File: src/common/rvPkg.sv
package rvPkg;

    // ========================================================================
    // Widths and sizes
    // ========================================================================
    localparam int xlen     = 32;
    localparam int memWords = 64;
    localparam int addrBits = $clog2(memWords);  // Word index bits into data memory

    // Major opcodes of the supported RV32I subset
    localparam logic [6:0] opLoad   = 7'b0000011;
    localparam logic [6:0] opStore  = 7'b0100011;
    localparam logic [6:0] opRType  = 7'b0110011;
    localparam logic [6:0] opIType  = 7'b0010011;
    localparam logic [6:0] opBranch = 7'b1100011;
    localparam logic [6:0] opJal    = 7'b1101111;

    // ========================================================================
    // Types
    // ========================================================================
    typedef logic [xlen-1:0] wordT;    // Data, address or instruction
    typedef logic [4:0]      regAddrT; // Register index

    // ALU operation
    typedef enum logic [2:0] {
        aluAdd = 3'b000,
        aluSub = 3'b001,
        aluAnd = 3'b010,
        aluOr  = 3'b011,
        aluSlt = 3'b101
    } aluCtrlT;

    // Immediate format
    typedef enum logic [1:0] {
        immI = 2'b00,
        immS = 2'b01,
        immB = 2'b10,
        immJ = 2'b11
    } immSrcT;

    // Writeback source
    typedef enum logic [1:0] {
        resAlu     = 2'b00,
        resMem     = 2'b01,
        resPcPlus4 = 2'b10
    } resultSrcT;

    // Execute operand source
    typedef enum logic [1:0] {
        fwdNone = 2'b00,
        fwdWb   = 2'b01,
        fwdMem  = 2'b10
    } forwardT;

endpackage

File: src/logic/dataMemory.sv
`timescale 1ns/100ps

module dataMemory (
    input  logic        clk,
    input  logic        memWrite,
    input  rvPkg::wordT dataAdr,
    input  rvPkg::wordT writeData,
    output rvPkg::wordT readData
);
    import rvPkg::*;

    wordT                mem [memWords];
    logic [addrBits-1:0] wordAdr;

    assign wordAdr  = dataAdr[addrBits+1:2];  // Byte offset ignored
    assign readData = mem[wordAdr];

    always_ff @(posedge clk) begin
        if (memWrite)
            mem[wordAdr] <= writeData;
    end

endmodule

File: config.mk
export PLATFORM = sky130hd
export DESIGN_NAME = dataMemory
export DESIGN_NICKNAME = d
export VERILOG_FILES = /design/src/common/rvPkg.sv /design/src/logic/dataMemory.sv
export SDC_FILE = /design/constraint.sdc
export NUM_CORES = 2
export LEC_CHECK = 0
export BUFFER_PORTS_ARGS = -buffer_cell sky130_fd_sc_hd__buf_4
export CORE_MARGIN = 2
export CORE_UTILIZATION = 60
export CTS_CLUSTER_DIAMETER = 100
export CTS_CLUSTER_SIZE = 28
export DETAILED_ROUTE_END_ITERATION = 8
export PLACE_DENSITY = 0.72
export SYNTH_ARGS = -nofsm -noshare
export SYNTH_HDL_FRONTEND = slang
export SYNTH_SLANG_ARGS = --single-unit
File: constraint.sdc
create_clock -name clk -period 4.7 [get_ports clk]
set_clock_uncertainty 0.1 [all_clocks]
set_input_delay 0 -clock clk [delete_from_list [all_inputs] [get_ports clk]]
set_output_delay 0 -clock clk [all_outputs]
set_load 0.005 [all_outputs]
---- Word level (Yosys, flattened, before mapping) ----
Memories as Yosys holds them, arrays and structs flattened.
Cells that the tools add are included.
operators by class
  shift-type cells ........................ 0
  multiplexer cells ....................... 2
  $mul .................................... 0
  bitwise logic cells ..................... 0
  add/sub/neg operators ................... 0
  reduce and logical (&&, ||, !) cells .... 0
  magnitude comparators ................... 0
  divide/modulo/power cells ............... 0
  equal/unequal tests ..................... 0
operators by type and width
  operator           number
  two-way mux 1 bit  2
storage, ports and cells
  bits in registers ....................... 0
  input bits .............................. 66
  logic and storage cells ................. 3
  output and inout port bits .............. 32
  ROM bits ................................ 0
  bits in latches ......................... 0
  memory bits (writable) .................. 2048
  memories ................................ 1
memories
  name  depth  width  read ports  clocked after Yosys merged registers in  wr ports  line              text
  mem   64     32     1           0                                        1         dataMemory.sv:12  wordT mem [memWords];

---- Logic depth before layout (Yosys ltp) ----
  depth in word-level cells ............... 2
  depth in mapped cells ................... 13

---- Worst setup path before layout ----
OpenSTA, ideal clock, no wires.
  kind .................................... input to register
  start point ............................. input dataAdr[4]
  end point ............................... memory mem[15][0] in the netlist's numbering (enable)
  stages .................................. 8
  data arrival time ....................... 2.818 ns
  required time ........................... 4.179 ns
  slack ................................... 1.361 ns
  cell sequence ........................... buf_2 -> buf_2 -> buf_2 -> buf_2 -> buf_2 -> buf_2 -> nand3_1 -> nor2_1
RTL lines
  what                line              text
  start: declaration  dataMemory.sv:6   input rvPkg::wordT dataAdr,
  end: declaration    dataMemory.sv:12
No word-level cell before the write port.

---- Worst setup path in the final report ----
  start point ............................. input dataAdr[4]
  end point ............................... output readData[28]
on the way
  word-level cells in the longest chain between the ends .. 1
ends and longest elaborated chain
  what                       line             text
  memory read (64 x 32 bit)  -
  end: declaration           dataMemory.sv:8  output rvPkg::wordT readData
No other way between the ends.

==> qor.yml <==
run_status:
  outcome: "finished clean"
synth:
  ys_seq_area_frac: 0.786
  syn-mean-instance-area_sq_um: 18.6
  synth_nets: 4273
  synth_edf_count: 2048
  synthArstFlopShare: 0
  syn_inst: 4207
  yosys_most_used_dff: "edfxtp_1"
  synth_area_sq_um: 78300
  ys_types: 55
  yosys_warnings: 0
  synth-seq-cells: 2048
floorplan:
  core_sq_um: 129000
  initial_utilization: 0.605
  ios: 98
  die_height_um: 365
  die_w_um: 365
  die-area_sq_um: 133000
  num_rows: 132
setup_path:
  criticalPathCategory: "in2out"
  cp-startpoint: "dataAdr[4]"
  crit_path_start_kind: "input port"
  crit_fanout: 86
  endpoint_kind: "primary output"
  crit_end: "readData[28]"
  arrival_ns: 3.78
  worst_ep_required_time_ns: 4.60
drt:
  firstDrtPassIters: 6
  first_iter_violations: 7215
  drc: 0
  routedWlPerCell_um: 33.0
  vias: 42200
  routed_wirelength_um: 199000
  antenna_left: 0
  via_per_inst: 7.00
place:
  placed_cell_area_sq_um: 82000
  gp_congestion: 0.892
  hpwl_um: 114000
  dp_slack_ns: 0.788
  portBuffers: 71
sta:
  rsz0062_at_grt: "false"
  min_period_ns: 3.88
  relSlewSlack: 0.0734
  fmax_mhz: 258
  finalSetupTns_ns: 0
  tightest_slew_ns: 1.35
  report.final.slew_viol_count: 0
  holdWs_ns: 0.279
  hold_viol_final: 0
  final.period_utilization: 0.825
  final-setup-viol-count: 0
  setup_slack_ns: 0.821
clock_network:
  cts_buffers: 83
  clk_pin_slew_ns: 0.10
  cts_tree: "built"
  clock_sinks: 2048
  post-cts-setup-buffer-count: 0
  h-tree-depth: 3
  cts_root_buffer: "clkbuf_16"
  clock_path_buffers: 3
power:
  power.total_uw: 30700
  p_leak_uw: 0.0265
  vdd_drop_max_mv: 0.305
  power.density_nw_per_um2: 363
global_routing:
  grt_pass1_wl_um: 283000
  antenna_found_initial: 18
  grt_overflow: 0
  grt_usage: 0.297
  first_global_vias: 39800
  grt_max_degree: 115
finish:
  final_area_sq_um: 84500
  largest_register_ffs: 2048
  largestRegisters: "mem: 2048 flops"
  area_growth_pct: 7.99
  fin_nets: 4335
  layout_commonest_cell: "edfxtp_1"
  final_cell_mix: "edfxtp_1 (2048), mux2i_1 (259), buf_4 (206), a22oi_1 (188), a221oi_1 (175)"
  drive_above_1_share: 0.155
  regMostFlops: "mem"
run:
  maxCapViolCount: 0
worst_hold_path:
  min_path_type: "in2reg"
-- cell families after synthesis --
group / share of synthesized area
AOI/OAI and AO/OA: 0.0873
buffers and inverters: 0.0170
DFF: 0.786
muxes: 0.0819
and+or+nand+nor: 0.0283
-- worst min path at each step --
stage / from / end / slack [ns] / cells past startpoint
6_report: writeData[13] / mem[46][13]$_DFFE_PP_ / 0.28 / 2
3_3_place_gp: writeData[30] / mem[29][30]$_DFFE_PP_ / 0.43 / 1
2_1_floorplan: writeData[0] / mem[0][0]$_DFFE_PP_ / -0.001 / 0
3_5_place_dp: writeData[30] / mem[27][30]$_DFFE_PP_ / 0.46 / 1
5_1_grt: dataAdr[5] / mem[42][0]$_DFFE_PP_ / 0.26 / 4
4_1_cts: dataAdr[5] / mem[42][0]$_DFFE_PP_ / 0.21 / 4
-- cells in the mapped netlist, types with 14 or more instances --
| master | instances | area share |
|---|---|---|
| a2111oi_0 | 15 | 0.0017 |
| a211oi_1 | 17 | 0.0016 |
| a21oi_1 | 121 | 0.0077 |
| a221o_1 | 15 | 0.0019 |
| a221oi_1 | 175 | 0.020 |
| a222oi_1 | 16 | 0.0020 |
| a22o_1 | 66 | 0.0074 |
| a22oi_1 | 188 | 0.018 |
| a31oi_1 | 43 | 0.0034 |
| and3_1 | 85 | 0.0068 |
| buf_1 | 33 | 0.0016 |
| buf_2 | 83 | 0.0053 |
| clkbuf_1 | 168 | 0.0081 |
| edfxtp_1 | 2048 | 0.79 |
| mux2_2 | 147 | 0.021 |
| mux2i_1 | 259 | 0.033 |
| mux4_2 | 96 | 0.028 |
| nand2_1 | 28 | 0.0013 |
| nand2b_1 | 18 | 0.0014 |
| nand3_1 | 54 | 0.0035 |
| nor2_1 | 145 | 0.0070 |
| nor3_1 | 22 | 0.0014 |
| nor4_1 | 14 | 0.0011 |
| o21ai_0 | 84 | 0.0054 |
| o22a_1 | 70 | 0.0078 |
| o22ai_1 | 93 | 0.0074 |
| o2bb2ai_1 | 15 | 0.0017 |
| or4_1 | 15 | 0.0014 |
| or4b_1 | 14 | 0.0018 |
-- where the power goes --
part / switching (uW) / internal [uW] / leakage, uW
logic: 1390 / 640 / 0.00702
registers: 27.4 / 20200 / 0.0184
clock network: 5180 / 3300 / 0.00109
total: 6600 / 24100 / 0.0265
-- final cells by class --
type	instances	area (sq um)
Antenna cell	3	7.51
Clock buffer	85	2130
Clock inverter	9	91.3
Fill cell	8612	44900
Inverter	2	15.0
Multi-Input combinational cell	1859	16000
Sequential cell	2048	61500
Tap cell	1742	2180
Timing Repair Buffer	275	2580
-- worst max-delay path, cell delays in order --
cell	delay, ns
buf_8	0.55
buf_4	0.50
nor2_4	0.24
a22o_1	0.30
nor3_1	0.20
a211oi_1	0.17
a2111oi_0	1.21
nand3_1	0.18
buf_4	0.21
-- through the flow --
step | std cells | util
final | 6023 | 0.653
after global routing | 6020 | 0.653
after CTS | 6020 | 0.653
after detailed placement | 5893 | 0.633
after global placement | 5893 | 0.633
after floorplan | 4207 | -
-- what timing repair did --
| item | 4_1_cts | 5_1_grt |
|---|---|---|
| hold buffers | 33 | 0 |
| endpoints found under the hold margin | 2078 | 0 |
| resized for setup | 0 | 0 |
-- layer usage --
metal | wire, um | global-route usage | vias to the layer above
li1 | - | - | 17500
met1 | 77500 | 0.441 | 21800
met2 | 92900 | 0.460 | 2613
met3 | 23600 | 0.0639 | 280
met4 | 4650 | 0.0652 | 8
met5 | 63 | 0 | -
No activity file was read; power rests on OpenSTA's default activity.
