<file path="src/common/rvPkg.sv">
package rvPkg;

    // ========================================================================
    // Widths and sizes
    // ========================================================================
    localparam int xlen     = 32;
    localparam int memWords = 64;
    localparam int addrBits = $clog2(memWords);  // Word index bits into data memory

    // Major opcodes of the supported RV32I subset
    localparam logic [6:0] opLoad   = 7'b0000011;
    localparam logic [6:0] opStore  = 7'b0100011;
    localparam logic [6:0] opRType  = 7'b0110011;
    localparam logic [6:0] opIType  = 7'b0010011;
    localparam logic [6:0] opBranch = 7'b1100011;
    localparam logic [6:0] opJal    = 7'b1101111;

    // ========================================================================
    // Types
    // ========================================================================
    typedef logic [xlen-1:0] wordT;    // Data, address or instruction
    typedef logic [4:0]      regAddrT; // Register index

    // ALU operation
    typedef enum logic [2:0] {
        aluAdd = 3'b000,
        aluSub = 3'b001,
        aluAnd = 3'b010,
        aluOr  = 3'b011,
        aluSlt = 3'b101
    } aluCtrlT;

    // Immediate format
    typedef enum logic [1:0] {
        immI = 2'b00,
        immS = 2'b01,
        immB = 2'b10,
        immJ = 2'b11
    } immSrcT;

    // Writeback source
    typedef enum logic [1:0] {
        resAlu     = 2'b00,
        resMem     = 2'b01,
        resPcPlus4 = 2'b10
    } resultSrcT;

    // Execute operand source
    typedef enum logic [1:0] {
        fwdNone = 2'b00,
        fwdWb   = 2'b01,
        fwdMem  = 2'b10
    } forwardT;

endpackage

</file>
<file path="src/core/executeUnit.sv">
`timescale 1ns/100ps

module executeUnit (
    input  logic             clk,
    input  logic             reset,
    input  logic             flushE,
    input  logic             regWriteD, memWriteD, branchD, jumpD, aluSrcD,
    input  rvPkg::resultSrcT resultSrcD,
    input  rvPkg::aluCtrlT   aluCtrlD,
    input  rvPkg::wordT      rd1D, rd2D, immExtD, pcD, pcPlus4D,
    input  rvPkg::regAddrT   rs1D, rs2D, rdD,
    input  rvPkg::forwardT   forwardA, forwardB,
    input  rvPkg::wordT      aluResultM, resultW,
    output logic             regWriteE, memWriteE,
    output rvPkg::resultSrcT resultSrcE,
    output rvPkg::regAddrT   rs1E, rs2E, rdE,
    output rvPkg::wordT      aluResultE, writeDataE, pcPlus4E, pcTarget,
    output logic             pcSrc
);
    import rvPkg::*;

    logic    branchE;
    logic    jumpE;
    logic    aluSrcE;
    aluCtrlT aluCtrlE;
    wordT    rd1E;
    wordT    rd2E;
    wordT    immExtE;
    wordT    pcE;
    wordT    srcA;
    wordT    srcB;
    logic    zeroE;

    // ========================================================================
    // Decode/execute register
    // ========================================================================
    always_ff @(posedge clk or posedge reset) begin
        if (reset) begin
            regWriteE  <= 1'b0;
            memWriteE  <= 1'b0;
            branchE    <= 1'b0;
            jumpE      <= 1'b0;
            aluSrcE    <= 1'b0;
            resultSrcE <= resAlu;
            aluCtrlE   <= aluAdd;
            rs1E       <= '0;
            rs2E       <= '0;
            rdE        <= '0;
        end else if (flushE) begin  // Bubble
            regWriteE  <= 1'b0;
            memWriteE  <= 1'b0;
            branchE    <= 1'b0;
            jumpE      <= 1'b0;
            aluSrcE    <= 1'b0;
            resultSrcE <= resAlu;
            aluCtrlE   <= aluAdd;
            rs1E       <= '0;
            rs2E       <= '0;
            rdE        <= '0;
        end else begin
            regWriteE  <= regWriteD;
            memWriteE  <= memWriteD;
            branchE    <= branchD;
            jumpE      <= jumpD;
            aluSrcE    <= aluSrcD;
            resultSrcE <= resultSrcD;
            aluCtrlE   <= aluCtrlD;
            rs1E       <= rs1D;
            rs2E       <= rs2D;
            rdE        <= rdD;
        end
    end

    always_ff @(posedge clk) begin
        rd1E     <= rd1D;
        rd2E     <= rd2D;
        immExtE  <= immExtD;
        pcE      <= pcD;
        pcPlus4E <= pcPlus4D;
    end

    // ========================================================================
    // Operands, ALU and redirect
    // ========================================================================
    assign srcA = (forwardA == fwdMem) ? aluResultM :
                  (forwardA == fwdWb)  ? resultW    : rd1E;
    assign writeDataE = (forwardB == fwdMem) ? aluResultM :
                        (forwardB == fwdWb)  ? resultW    : rd2E;
    assign srcB = aluSrcE ? immExtE : writeDataE;

    always_comb begin
        case (aluCtrlE)
            aluSub:  aluResultE = srcA - srcB;
            aluAnd:  aluResultE = srcA & srcB;
            aluOr:   aluResultE = srcA | srcB;
            aluSlt:  aluResultE = {{(xlen-1){1'b0}}, $signed(srcA) < $signed(srcB)};
            default: aluResultE = srcA + srcB;
        endcase
    end

    assign zeroE    = (aluResultE == '0);
    assign pcTarget = pcE + immExtE;            // Same adder for beq and jal
    assign pcSrc    = (branchE & zeroE) | jumpE;

endmodule

</file>
<file path="src/core/fetchUnit.sv">
`timescale 1ns/100ps

module fetchUnit (
    input  logic        clk,
    input  logic        reset,
    input  logic        stallF,
    input  logic        stallD,
    input  logic        flushD,
    input  logic        pcSrc,
    input  rvPkg::wordT pcTarget,
    input  rvPkg::wordT instr,
    output rvPkg::wordT pc,
    output rvPkg::wordT instrD,
    output rvPkg::wordT pcD,
    output rvPkg::wordT pcPlus4D
);
    import rvPkg::*;

    wordT pcPlus4;
    wordT pcNext;

    assign pcPlus4 = pc + xlen'(4);
    assign pcNext  = pcSrc ? pcTarget : pcPlus4; // Taken branch or jal wins

    always_ff @(posedge clk or posedge reset) begin
        if (reset)
            pc <= '0;
        else if (!stallF)
            pc <= pcNext;
    end

    // Fetch/decode register, all-zero word decodes as a bubble
    always_ff @(posedge clk or posedge reset) begin
        if (reset)
            instrD <= '0;
        else if (flushD)
            instrD <= '0;
        else if (!stallD)
            instrD <= instr;
    end

    always_ff @(posedge clk) begin
        if (!stallD) begin
            pcD      <= pc;
            pcPlus4D <= pcPlus4;
        end
    end

endmodule

</file>
<file path="src/core/hazardUnit.sv">
`timescale 1ns/100ps

module hazardUnit (
    input  rvPkg::regAddrT   rs1D,
    input  rvPkg::regAddrT   rs2D,
    input  rvPkg::regAddrT   rs1E,
    input  rvPkg::regAddrT   rs2E,
    input  rvPkg::regAddrT   rdE,
    input  rvPkg::regAddrT   rdM,
    input  rvPkg::regAddrT   rdW,
    input  logic             regWriteM,
    input  logic             regWriteW,
    input  logic             pcSrc,
    input  rvPkg::resultSrcT resultSrcE,
    output rvPkg::forwardT   forwardA,
    output rvPkg::forwardT   forwardB,
    output logic             stallF,
    output logic             stallD,
    output logic             flushD,
    output logic             flushE
);
    import rvPkg::*;

    logic loadUse;

    // Youngest producer wins and x0 is never forwarded
    function automatic forwardT fwdSel(input regAddrT rs);
        if (rs != '0 && regWriteM && rs == rdM)
            return fwdMem;
        else if (rs != '0 && regWriteW && rs == rdW)
            return fwdWb;
        else
            return fwdNone;
    endfunction

    always_comb begin
        forwardA = fwdSel(rs1E);
        forwardB = fwdSel(rs2E);
    end

    assign loadUse = (resultSrcE == resMem) && (rdE != '0)
                   && (rdE == rs1D || rdE == rs2D);

    assign stallF = loadUse;
    assign stallD = loadUse;
    assign flushD = pcSrc;            // Drop the two younger instructions
    assign flushE = loadUse | pcSrc;  // Bubble behind a load or a redirect

endmodule

</file>
<file path="src/core/instrDecoder.sv">
`timescale 1ns/100ps

module instrDecoder (
    input  rvPkg::wordT      instrD,
    output logic             regWriteD,
    output logic             memWriteD,
    output logic             branchD,
    output logic             jumpD,
    output logic             aluSrcD,
    output rvPkg::resultSrcT resultSrcD,
    output rvPkg::aluCtrlT   aluCtrlD,
    output rvPkg::wordT      immExtD,
    output rvPkg::regAddrT   rs1D,
    output rvPkg::regAddrT   rs2D,
    output rvPkg::regAddrT   rdD
);
    import rvPkg::*;

    logic [6:0] opcode;
    logic [2:0] funct3;
    logic       funct7b5;
    logic       useFunct;   // ALU op comes from funct3
    immSrcT     immSrc;

    assign opcode   = instrD[6:0];
    assign funct3   = instrD[14:12];
    assign funct7b5 = instrD[30];

    assign rs1D = instrD[19:15];
    assign rs2D = instrD[24:20];
    assign rdD  = instrD[11:7];

    // ========================================================================
    // Main control
    // ========================================================================
    always_comb begin
        regWriteD  = 1'b0;
        memWriteD  = 1'b0;
        branchD    = 1'b0;
        jumpD      = 1'b0;
        aluSrcD    = 1'b0;
        useFunct   = 1'b0;
        resultSrcD = resAlu;
        immSrc     = immI;
        case (opcode)
            opLoad: begin
                regWriteD  = 1'b1;
                aluSrcD    = 1'b1;
                resultSrcD = resMem;
            end
            opStore: begin
                memWriteD = 1'b1;
                aluSrcD   = 1'b1;
                immSrc    = immS;
            end
            opRType: begin
                regWriteD = 1'b1;
                useFunct  = 1'b1;
            end
            opIType: begin
                regWriteD = 1'b1;
                aluSrcD   = 1'b1;
                useFunct  = 1'b1;
            end
            opBranch: begin
                branchD = 1'b1;
                immSrc  = immB;
            end
            opJal: begin
                regWriteD  = 1'b1;
                jumpD      = 1'b1;
                immSrc     = immJ;
                resultSrcD = resPcPlus4;
            end
            default: ;              // Unknown opcode stays inactive
        endcase
    end

    // ALU control
    always_comb begin
        aluCtrlD = aluAdd;          // Address generation and jal
        if (branchD)
            aluCtrlD = aluSub;      // beq compares by subtraction
        else if (useFunct) begin
            case (funct3)
                3'b000:  aluCtrlD = (opcode == opRType && funct7b5) ? aluSub : aluAdd;
                3'b010:  aluCtrlD = aluSlt;
                3'b110:  aluCtrlD = aluOr;
                3'b111:  aluCtrlD = aluAnd;
                default: aluCtrlD = aluAdd;
            endcase
        end
    end

    // Sign-extended immediate
    always_comb begin
        case (immSrc)
            immS:    immExtD = {{20{instrD[31]}}, instrD[31:25], instrD[11:7]};
            immB:    immExtD = {{20{instrD[31]}}, instrD[7], instrD[30:25],
                                instrD[11:8], 1'b0};
            immJ:    immExtD = {{12{instrD[31]}}, instrD[19:12], instrD[20],
                                instrD[30:21], 1'b0};
            default: immExtD = {{20{instrD[31]}}, instrD[31:20]};
        endcase
    end

endmodule

</file>
<file path="src/core/regFile.sv">
`timescale 1ns/100ps

module regFile (
    input  logic           clk,
    input  logic           reset,
    input  logic           regWriteW,
    input  rvPkg::regAddrT rs1D,
    input  rvPkg::regAddrT rs2D,
    input  rvPkg::regAddrT rdW,
    input  rvPkg::wordT    resultW,
    output rvPkg::wordT    rd1D,
    output rvPkg::wordT    rd2D
);
    import rvPkg::*;

    wordT regs [1:31];   // x0 has no storage

    // Same-cycle write is visible to the decode stage
    function automatic wordT readPort(input regAddrT addr);
        if (addr == '0)
            return '0;
        else if (regWriteW && addr == rdW)
            return resultW;
        else
            return regs[addr];
    endfunction

    always_ff @(posedge clk or posedge reset) begin
        if (reset) begin
            for (int i = 1; i < 32; i++)
                regs[i] <= '0;
        end else if (regWriteW && rdW != '0) begin
            regs[rdW] <= resultW;
        end
    end

    always_comb begin
        rd1D = readPort(rs1D);
        rd2D = readPort(rs2D);
    end

endmodule

</file>
<file path="src/core/rvPipeline.sv">
`timescale 1ns/100ps

module rvPipeline (
    input  logic        clk,
    input  logic        reset,
    input  rvPkg::wordT instr,
    input  rvPkg::wordT readData,
    output rvPkg::wordT pc,
    output rvPkg::wordT dataAdr,
    output rvPkg::wordT writeData,
    output logic        memWrite
);
    import rvPkg::*;

    // Fetch and decode
    wordT      instrD, pcD, pcPlus4D, immExtD, rd1D, rd2D;
    logic      regWriteD, memWriteD, branchD, jumpD, aluSrcD;
    resultSrcT resultSrcD;
    aluCtrlT   aluCtrlD;
    regAddrT   rs1D, rs2D, rdD;
    // Hazard controls
    logic      stallF, stallD, flushD, flushE;
    forwardT   forwardA, forwardB;
    // Execute
    logic      regWriteE, memWriteE, pcSrc;
    resultSrcT resultSrcE;
    regAddrT   rs1E, rs2E, rdE;
    wordT      aluResultE, writeDataE, pcPlus4E, pcTarget;
    // Memory and writeback
    logic      regWriteM, memWriteM, regWriteW;
    resultSrcT resultSrcM, resultSrcW;
    regAddrT   rdM, rdW;
    wordT      aluResultM, writeDataM, pcPlus4M;
    wordT      aluResultW, readDataW, pcPlus4W, resultW;

    fetchUnit u_fetch (.*);
    instrDecoder u_decoder (.*);
    regFile u_regFile (.*);
    hazardUnit u_hazard (.*);
    executeUnit u_execute (.*);

    // ========================================================================
    // Execute/memory and memory/writeback registers
    // ========================================================================
    always_ff @(posedge clk or posedge reset) begin
        if (reset) begin
            regWriteM  <= 1'b0;
            memWriteM  <= 1'b0;
            resultSrcM <= resAlu;
            rdM        <= '0;
            regWriteW  <= 1'b0;
            resultSrcW <= resAlu;
            rdW        <= '0;
        end else begin
            regWriteM  <= regWriteE;
            memWriteM  <= memWriteE;
            resultSrcM <= resultSrcE;
            rdM        <= rdE;
            regWriteW  <= regWriteM;
            resultSrcW <= resultSrcM;
            rdW        <= rdM;
        end
    end

    always_ff @(posedge clk) begin
        aluResultM <= aluResultE;
        writeDataM <= writeDataE;
        pcPlus4M   <= pcPlus4E;
        aluResultW <= aluResultM;
        readDataW  <= readData;
        pcPlus4W   <= pcPlus4M;
    end

    always_comb begin
        case (resultSrcW)
            resMem:     resultW = readDataW;
            resPcPlus4: resultW = pcPlus4W;   // jal link value
            default:    resultW = aluResultW;
        endcase
    end

    assign dataAdr   = aluResultM;
    assign writeData = writeDataM;
    assign memWrite  = memWriteM;   // One-cycle strobe per store

endmodule

</file>
<file path="config.mk">
export PLATFORM = sky130hd
export DESIGN_NAME = rvPipeline
export DESIGN_NICKNAME = d
export VERILOG_FILES = /design/src/common/rvPkg.sv /design/src/core/executeUnit.sv /design/src/core/fetchUnit.sv /design/src/core/hazardUnit.sv /design/src/core/instrDecoder.sv /design/src/core/regFile.sv /design/src/core/rvPipeline.sv
export SDC_FILE = /design/constraint.sdc
export NUM_CORES = 2
export LEC_CHECK = 0
export BUFFER_PORTS_ARGS = -buffer_cell sky130_fd_sc_hd__buf_2
export CAP_MARGIN = 20
export CORE_ASPECT_RATIO = 0.7
export CORE_UTILIZATION = 60
export DETAILED_ROUTE_END_ITERATION = 8
export HOLD_SLACK_MARGIN = 0.12
export PLACE_DENSITY = 0.77
export REMOVE_ABC_BUFFERS = 1
export SYNTH_ARGS = -nofsm -noshare
export SYNTH_HDL_FRONTEND = slang
export SYNTH_SLANG_ARGS = --single-unit
export TNS_END_PERCENT = 20
</file>
<file path="constraint.sdc">
create_clock -name clk -period 57.2 [get_ports clk]
set_clock_uncertainty 0.05 [all_clocks]
set_input_delay 5.72 -clock clk [delete_from_list [all_inputs] [get_ports clk]]
set_output_delay 5.72 -clock clk [all_outputs]
set_load 0.005 [all_outputs]
</file>
### Word-level counts from Yosys, hierarchy flattened

Cells that the tools add are included.

* eq/ne operators: 32
* bitwise logic cells: 8
* add/subtract/negate cells: 4
* $lt $le $gt $ge: 5
* reduce and logical (&&, ||, !) cells: 27
* muxes and demuxes: 48

Operators with widths (count)
* 992-bit bitwise mux: 1
* 32-bit 2-to-1 mux: 15
* 32-bit binary-select mux with 5-bit select: 2
* 32-bit demux with 5-bit select: 1
* 32-bit case mux with 4 select lines: 1
* 32-bit adder: 2
* 32-bit case mux with 2 select lines: 1
* 20-bit case mux with 3 select lines: 1
* 5-bit equality test: 8
* 32-bit by 3-bit adder with 32-bit output, second input constant: 1
* 32-bit bitwise AND: 1
* 32-bit zero test: 1
* 32-bit < comparator: 1
* 32-bit OR: 1
* 32-bit subtractor: 1
* 5-bit nonzero test: 4
* 6-bit >= comparator, second input constant: 3
* 5-bit inverter with 6-bit output: 3
* 1-bit logical AND: 15
* 5-bit 2-to-1 mux: 3
* 7-bit by 6-bit equality test with 1-bit output, second input constant: 2
* 7-bit equality test, second input constant: 2
* 1-bit 2-to-1 mux: 14
* 3-bit case mux with 4 select lines: 1
* 21 further kinds: 39

* output and inout bits: 97
* input bits: 66
* word-level logic and storage cells: 187
* bits in registers: 1503

### Depth between registers and ports, before layout

* depth in word-level cells: 16
* mapped depth: 30
* mapped depth without buffers: 24

### Hierarchy

From an unflattened synthesis, not the netlist that was laid out.

* cell total of the unflattened synthesis: 6314
* area, all modules: 79075.8 µm²

Modules (own cells, without submodules)
* regFile: cells each 3752, seq. area each 24823.8 µm², area an instance 54167.0 µm², times used 1
* executeUnit: cells each 1629, seq. area each 3828.7 µm², area an instance 13271.5 µm², times used 1
* fetchUnit: cells each 471, seq. area each 3463.3 µm², area an instance 5652.9 µm², times used 1
* rvPipeline: cells each 323, seq. area each 4269.1 µm², area an instance 4917.2 µm², times used 1
* instrDecoder: cells each 82, seq. area each 0.0 µm², area an instance 603.1 µm², times used 1
* hazardUnit: cells each 57, seq. area each 0.0 µm², area an instance 464.2 µm², times used 1

### Least setup slack after synthesis

Ideal clock, no wire load.

* path kind: register to register
* start: register rdW[4]
* end: register u_fetch.pc[10]
* cell stages (with the launch flop): 25
* arrival: 6535 ps
* buffers on the path: 4
* clock period less this slack: 6825 ps
* data required time: 56910 ps
* library setup time: 240 ps
* setup slack: 50375 ps
* cells stage by stage: dfrtp_1 -> clkbuf_1 -> xnor2_1 -> nand4_1 -> nor4_1 -> clkbuf_1 -> mux2i_1 -> o21ai_0 -> ha_1 -> fa_1 -> nor2b_1 -> o31ai_1 -> o221a_1 -> o22ai_1 -> or3_1 -> or4_1 -> or4b_1 -> nor4_1 -> nand4b_1 -> or3_1 -> o31ai_2 -> buf_4 -> buf_6 -> mux2i_1 -> a21oi_1

* cells in the longest elaborated chain, start to end: 14
* elaborated cells between the ends (all ways): 27
* classes of those cells: 2 x add/sub; 1 x order compare; 6 x eq/ne; 11 x mux; 4 x bitwise; 3 x reduce/logical

Ends and longest elaborated chain
* from (decl): RTL line rvPipeline.sv:32 `regAddrT rdM, rdW;`
* from (signal assigned): RTL line rvPipeline.sv:61 `rdW <= rdM;`
* 5-bit equality test: RTL line hazardUnit.sv:30 `else if (rs != '0 && regWriteW && rs == rdW)`
* 1-bit logical AND: RTL line hazardUnit.sv:30
* 1-bit 2-to-1 mux: RTL line hazardUnit.sv:30
* 2-bit 2-to-1 mux: RTL line hazardUnit.sv:28 `if (rs != '0 && regWriteM && rs == rdM)`
* 2-bit by 1-bit equality test with 1-bit output: RTL line executeUnit.sv:88 `(forwardB == fwdWb) ? resultW : rd2E;`
* 32-bit 2-to-1 mux: RTL line executeUnit.sv:88
* 32-bit 2-to-1 mux: RTL line executeUnit.sv:87 `assign writeDataE = (forwardB == fwdMem) ? aluResultM :`
* 32-bit 2-to-1 mux: RTL line executeUnit.sv:89 `assign srcB = aluSrcE ? immExtE : writeDataE;`
* 32-bit adder (tied with other cells): RTL line executeUnit.sv:97 `default: aluResultE = srcA + srcB;`
* 32-bit case mux with 4 select lines *: RTL line executeUnit.sv:92 `case (aluCtrlE)`
* net aluResultE[4]: RTL line rvPipeline.sv:28 `wordT aluResultE, writeDataE, pcPlus4E, pcTarget;`
* 32-bit zero test *: RTL line executeUnit.sv:101 `assign zeroE = (aluResultE == '0);`
* 1-bit bitwise AND *: RTL line executeUnit.sv:103 `assign pcSrc = (branchE & zeroE) | jumpE;`
* 1-bit OR *: RTL line executeUnit.sv:103
* 32-bit 2-to-1 mux *: RTL line fetchUnit.sv:23 `assign pcNext = pcSrc ? pcTarget : pcPlus4;`
* to (signal assigned): RTL line fetchUnit.sv:29 `pc <= pcNext;`
* to (decl): RTL line fetchUnit.sv:12 `output rvPkg::wordT pc,`

Mark *: on every way through the listed nets, which the timed path passes. The rest lies on a longest branch.
A chain may end at the register's enable or synchronous reset.

### Worst setup path in the final report

* start: register resultSrcW[0]
* end: register u_fetch.pc[0]

* cells in the longest elaborated chain, start to end: 11
* elaborated cells between the ends (all ways): 18
* classes of those cells: 2 x add/sub; 1 x order compare; 2 x eq/ne; 8 x mux; 4 x bitwise; 1 x reduce/logical

Ends and longest elaborated chain
* from (decl): RTL line rvPipeline.sv:31 `resultSrcT resultSrcM, resultSrcW;`
* from (signal assigned): RTL line rvPipeline.sv:52 `resultSrcW <= resAlu;`
* from (signal assigned): RTL line rvPipeline.sv:60 `resultSrcW <= resultSrcM;`
* 2-bit equality test / 2-bit by 1-bit equality test with 1-bit output (equally long branches): RTL line rvPipeline.sv:75 `case (resultSrcW)`
* 32-bit case mux with 2 select lines *: RTL line rvPipeline.sv:75
* 32-bit 2-to-1 mux: RTL line executeUnit.sv:88
* 32-bit 2-to-1 mux: RTL line executeUnit.sv:87
* 32-bit 2-to-1 mux: RTL line executeUnit.sv:89
* 32-bit adder (tied with other cells): RTL line executeUnit.sv:97
* 32-bit case mux with 4 select lines *: RTL line executeUnit.sv:92
* net aluResultE[13]: RTL line rvPipeline.sv:28
* 32-bit zero test *: RTL line executeUnit.sv:101
* 1-bit bitwise AND *: RTL line executeUnit.sv:103
* 1-bit OR *: RTL line executeUnit.sv:103
* 32-bit 2-to-1 mux *: RTL line fetchUnit.sv:23

Marks and branches as above.

==> run_results.csv <==
group,metric,value,unit
run_status,status,"finished with violations",
run_status,violations,"design-rule violations",
grt,grt_pass1_wl,360000,microns
floorplanning,die_x,424,microns
place,detailed_place.area,76400,sq um
floorplanning,die-area,126000,sq um
final_layout,layout_common_cells,"nand2_1 (1205), o21ai_0 (1154), dfrtp_1 (1087), mux4_2 (576), nor2_1 (356)",
critical_path,rr_worst_depth,25,
grt,grt_usage,38.1,%
drt,drt_pass1_iterations,9,
logic_synthesis,synth_edf_count,62,
clock_tree,cts_resized,0,
job,maxCapViolations,0,
timing,whs,269,ps
timing,rsz0062_at_grt,"false",
logic_synthesis,synth-async-reset-ratio,73.2,%
logic_synthesis,yosys_warnings,0,
logic_synthesis,synth_cell_type_count,86,
final_layout,nNetsFinal,6976,
power,p_leak,0.0353,uW
logic_synthesis,synth_ff_type,"dfrtp_1",
logic_synthesis,synth_seq_area_share,48.3,%
clock_tree,cts-buffers-inserted,141,
clock_tree,cts_root_buf,"clkbuf_16",
critical_path,critPathLaunch,"resultSrcW[0]$_DFF_PP0_",
critical_path,crit_required,57830,ps
clock_tree,clock_path_buffers,3,
final_layout,finish.utilization,66.6,%
grt,grt_pass1_vias,57347,
timing,max_freq,0.103,GHz
clock_tree,cts_setup_buffers,0,
worst_hold_path,hold_end,"u_execute.pcE[4]$_DFF_P_",
timing,tns,0,ps
clock_tree,ctsHtreeMaxLevel,4,
place,port_buffers,162,
logic_synthesis,syn_inst,6973,
power,peakVddDrop,0.0000263,V
floorplanning,rows,107,
logic_synthesis,synth_area,74800,sq um
power,powerDensity,29.9,nW/um^2
final_layout,final_common_cell,"nand2_1",
critical_path,reg2reg_from,"resultSrcW[0]$_DFF_PP0_",
drt,wl,239000,microns
critical_path,regToRegSetupSlack,47450,ps
place,globalplace.congestion,1.01,
grt,antenna_found_initial,7,
timing,max_slew_margin,19.7,%
clock_tree,cts_tree,"yes",
final_layout,final.fill_count,8968,
timing,tightest_slew,1200,ps
grt,grt_overflow_total,0,
drt,drt-initial-drc-count,7646,
final_layout,drive_gt1_share,17.6,%
critical_path,worstSetupPathType,"flop to flop",
critical_path,r2r_end,"u_fetch.pc[0]$_DFFE_PP0P_",
floorplanning,die_h,297,microns
logic_synthesis,avgSynthCellArea,10.7,sq um
drt,via_count,58316,
grt,grt_start_max_net_pins,184,
place,post-dp-hpwl,143000,microns
floorplanning,num_io_pins,163,
final_layout,area_delta_synth_final,9.18,%
drt,drcViolationCount,9,
worst_hold_path,holdCritStartpoint,"u_fetch.pcD[4]$_DFFE_PN_",
floorplanning,core,123000,sq um
critical_path,cp-start-kind,"flop",
worst_hold_path,hold_depth,0,
power,p_total,2440,uW
drt,wl_per_cell,28.0,microns
floorplanning,initial_utilization,61.0,%
timing,finalCritPeriodShare,17.0,%
critical_path,worst_setup_path_end_kind,"flop",
clock_tree,cts_sinks,1499,
drt,vias_per_cell,6.83,
critical_path,arrival,10370,ps
timing,drv_slew,0,
timing,setup-violations-final,0,
final_layout,stdcell_area,81700,sq um
drt,ant_nets,0,
clock_tree,clk_latency,800,ps
clock_tree,clkTransAtPathRegs,60,ps
worst_hold_path,hold_path_class,"flop to flop",
timing,finalCriticalPeriod,9750,ps
critical_path,cp_max_fo,88,
timing,hold_viol,0,
logic_synthesis,synth_seq_cells,1499,
clock_tree,cts_hold_buffers,0,
==> flip-flops by register name (all words and copies together), names as in the netlist, 21 cells and up <==
register            cells
aluResultW             32
dataAdr                32
pcPlus4M               32
pcPlus4W               32
readDataW              32
u_execute.immExtE      21
u_execute.pcE          30
u_execute.pcPlus4E     32
u_execute.rd1E         32
u_execute.rd2E         32
u_fetch.instrD         32
u_fetch.pc             32
u_fetch.pcD            30
u_fetch.pcPlus4D       32
u_regFile.regs        992
writeData              32
==> critical path, stage by stage, from the launching register on <==
cell      delay [ps]
dfrtp_1          360
inv_1             80
ha_4             340
buf_4            690
o21a_1           910
nor2_1           110
a21oi_1          170
nor2_1            60
a21oi_1          250
o21a_1           200
ha_1             450
a21oi_1          330
o21ai_0          170
a21oi_1          450
nand2_1          190
mux2i_1          160
or4_1            610
or4b_1           610
nor4_1           550
nand4b_1         170
or3_1            430
o31ai_4          260
buf_4            520
buf_4            510
and2_1           540
mux2_1           370
==> synth_stat cells (33+ instances only) <==
library cell  instances  area share (%)
o21ai_0            1154             7.7
clkbuf_1            511             2.6
dfxtp_1             339             9.1
edfxtp_1             62             2.5
xor2_1               43            0.50
mux4_2              576              17
mux2i_1             151             2.0
a22o_1               68            0.80
a22oi_1              38            0.38
inv_1               173            0.87
nand2_1            1236             6.2
nor2_1              359             1.8
nor3_1               33            0.22
o21a_1               72            0.72
mux2_2               64            0.96
dfrtp_1            1098              37
xnor2_1              56            0.66
ha_1                130             2.2
nand3_1              40            0.27
buf_1                72            0.36
a21oi_1             253             1.7
==> routing by layer <==
layer | global-route usage, % | share of wire [%] | up-vias
li1 | - | - | 24603
met1 | 52.2 | 38 | 29137
met2 | 56.5 | 45 | 3799
met3 | 9.85 | 12 | 775
met4 | 19.6 | 5.6 | 2
met5 | 0 | 0.0054 | -
==> report_power, final <==
group / internal (uW) / leakage, uW / switching (uW)
combinational: 85.6 / 0.0141 / 129
sequential: 1140 / 0.0187 / 52.3
clock: 608 / 0.00250 / 428
total: 1830 / 0.0353 / 609
==> cells by family (layout without fill, tap and decap cells) <==
group / Yosys count / count (layout) / synth area share (%)
AOI/OAI and AO/OA: 1808 / 1808 / 13.7
xor gates and xnor gates: 99 / 99 / 1.16
adders and majority gates: 133 / 133 / 2.25
buffers and inverters: 777 / 698 / 3.99
DFF: 1499 / 1499 / 48.3
muxes: 794 / 794 / 20.4
other: 0 / 5 / 0
and+or+nand+nor: 1863 / 1863 / 10.2
==> worst max path at each step <==
stage | end | slack (ps) | cells after the start
floorplan | memWrite$_DFF_PP0_ | 20520 | 1
CTS | u_regFile.regs[152]$_DFFE_PP0P_ | 47590 | 6
finish | u_fetch.pc[0]$_DFFE_PP0P_ | 47450 | 25
global route | u_fetch.pc[0]$_DFFE_PP0P_ | 47130 | 24
global placement | u_regFile.regs[124]$_DFFE_PP0P_ | 46810 | 6
detailed placement | u_regFile.regs[124]$_DFFE_PP0P_ | 46750 | 6
==> layout make-up <==
type / instances / area [sq um] / area share [%]
Antenna cell: 5 / 12.5 / 0.0153
Clock buffer: 201 / 4220 / 5.17
Clock inverter: 59 / 867 / 1.06
Inverter: 173 / 662 / 0.810
Multi-Input combinational cell: 4697 / 35900 / 43.9
Sequential cell: 1499 / 36200 / 44.3
Tap cell: 1635 / 2050 / 2.50
Timing Repair Buffer: 265 / 1820 / 2.23
==> per-stage QoR <==
step	instances	setup WS (ps)
after CTS	8523	47590
after floorplan	6369	20520
after detailed placement	8263	46750
final	8534	47450
after global routing	8530	47130
after global placement	8261	46810
Note: power is estimated with default switching activity, not from simulation.
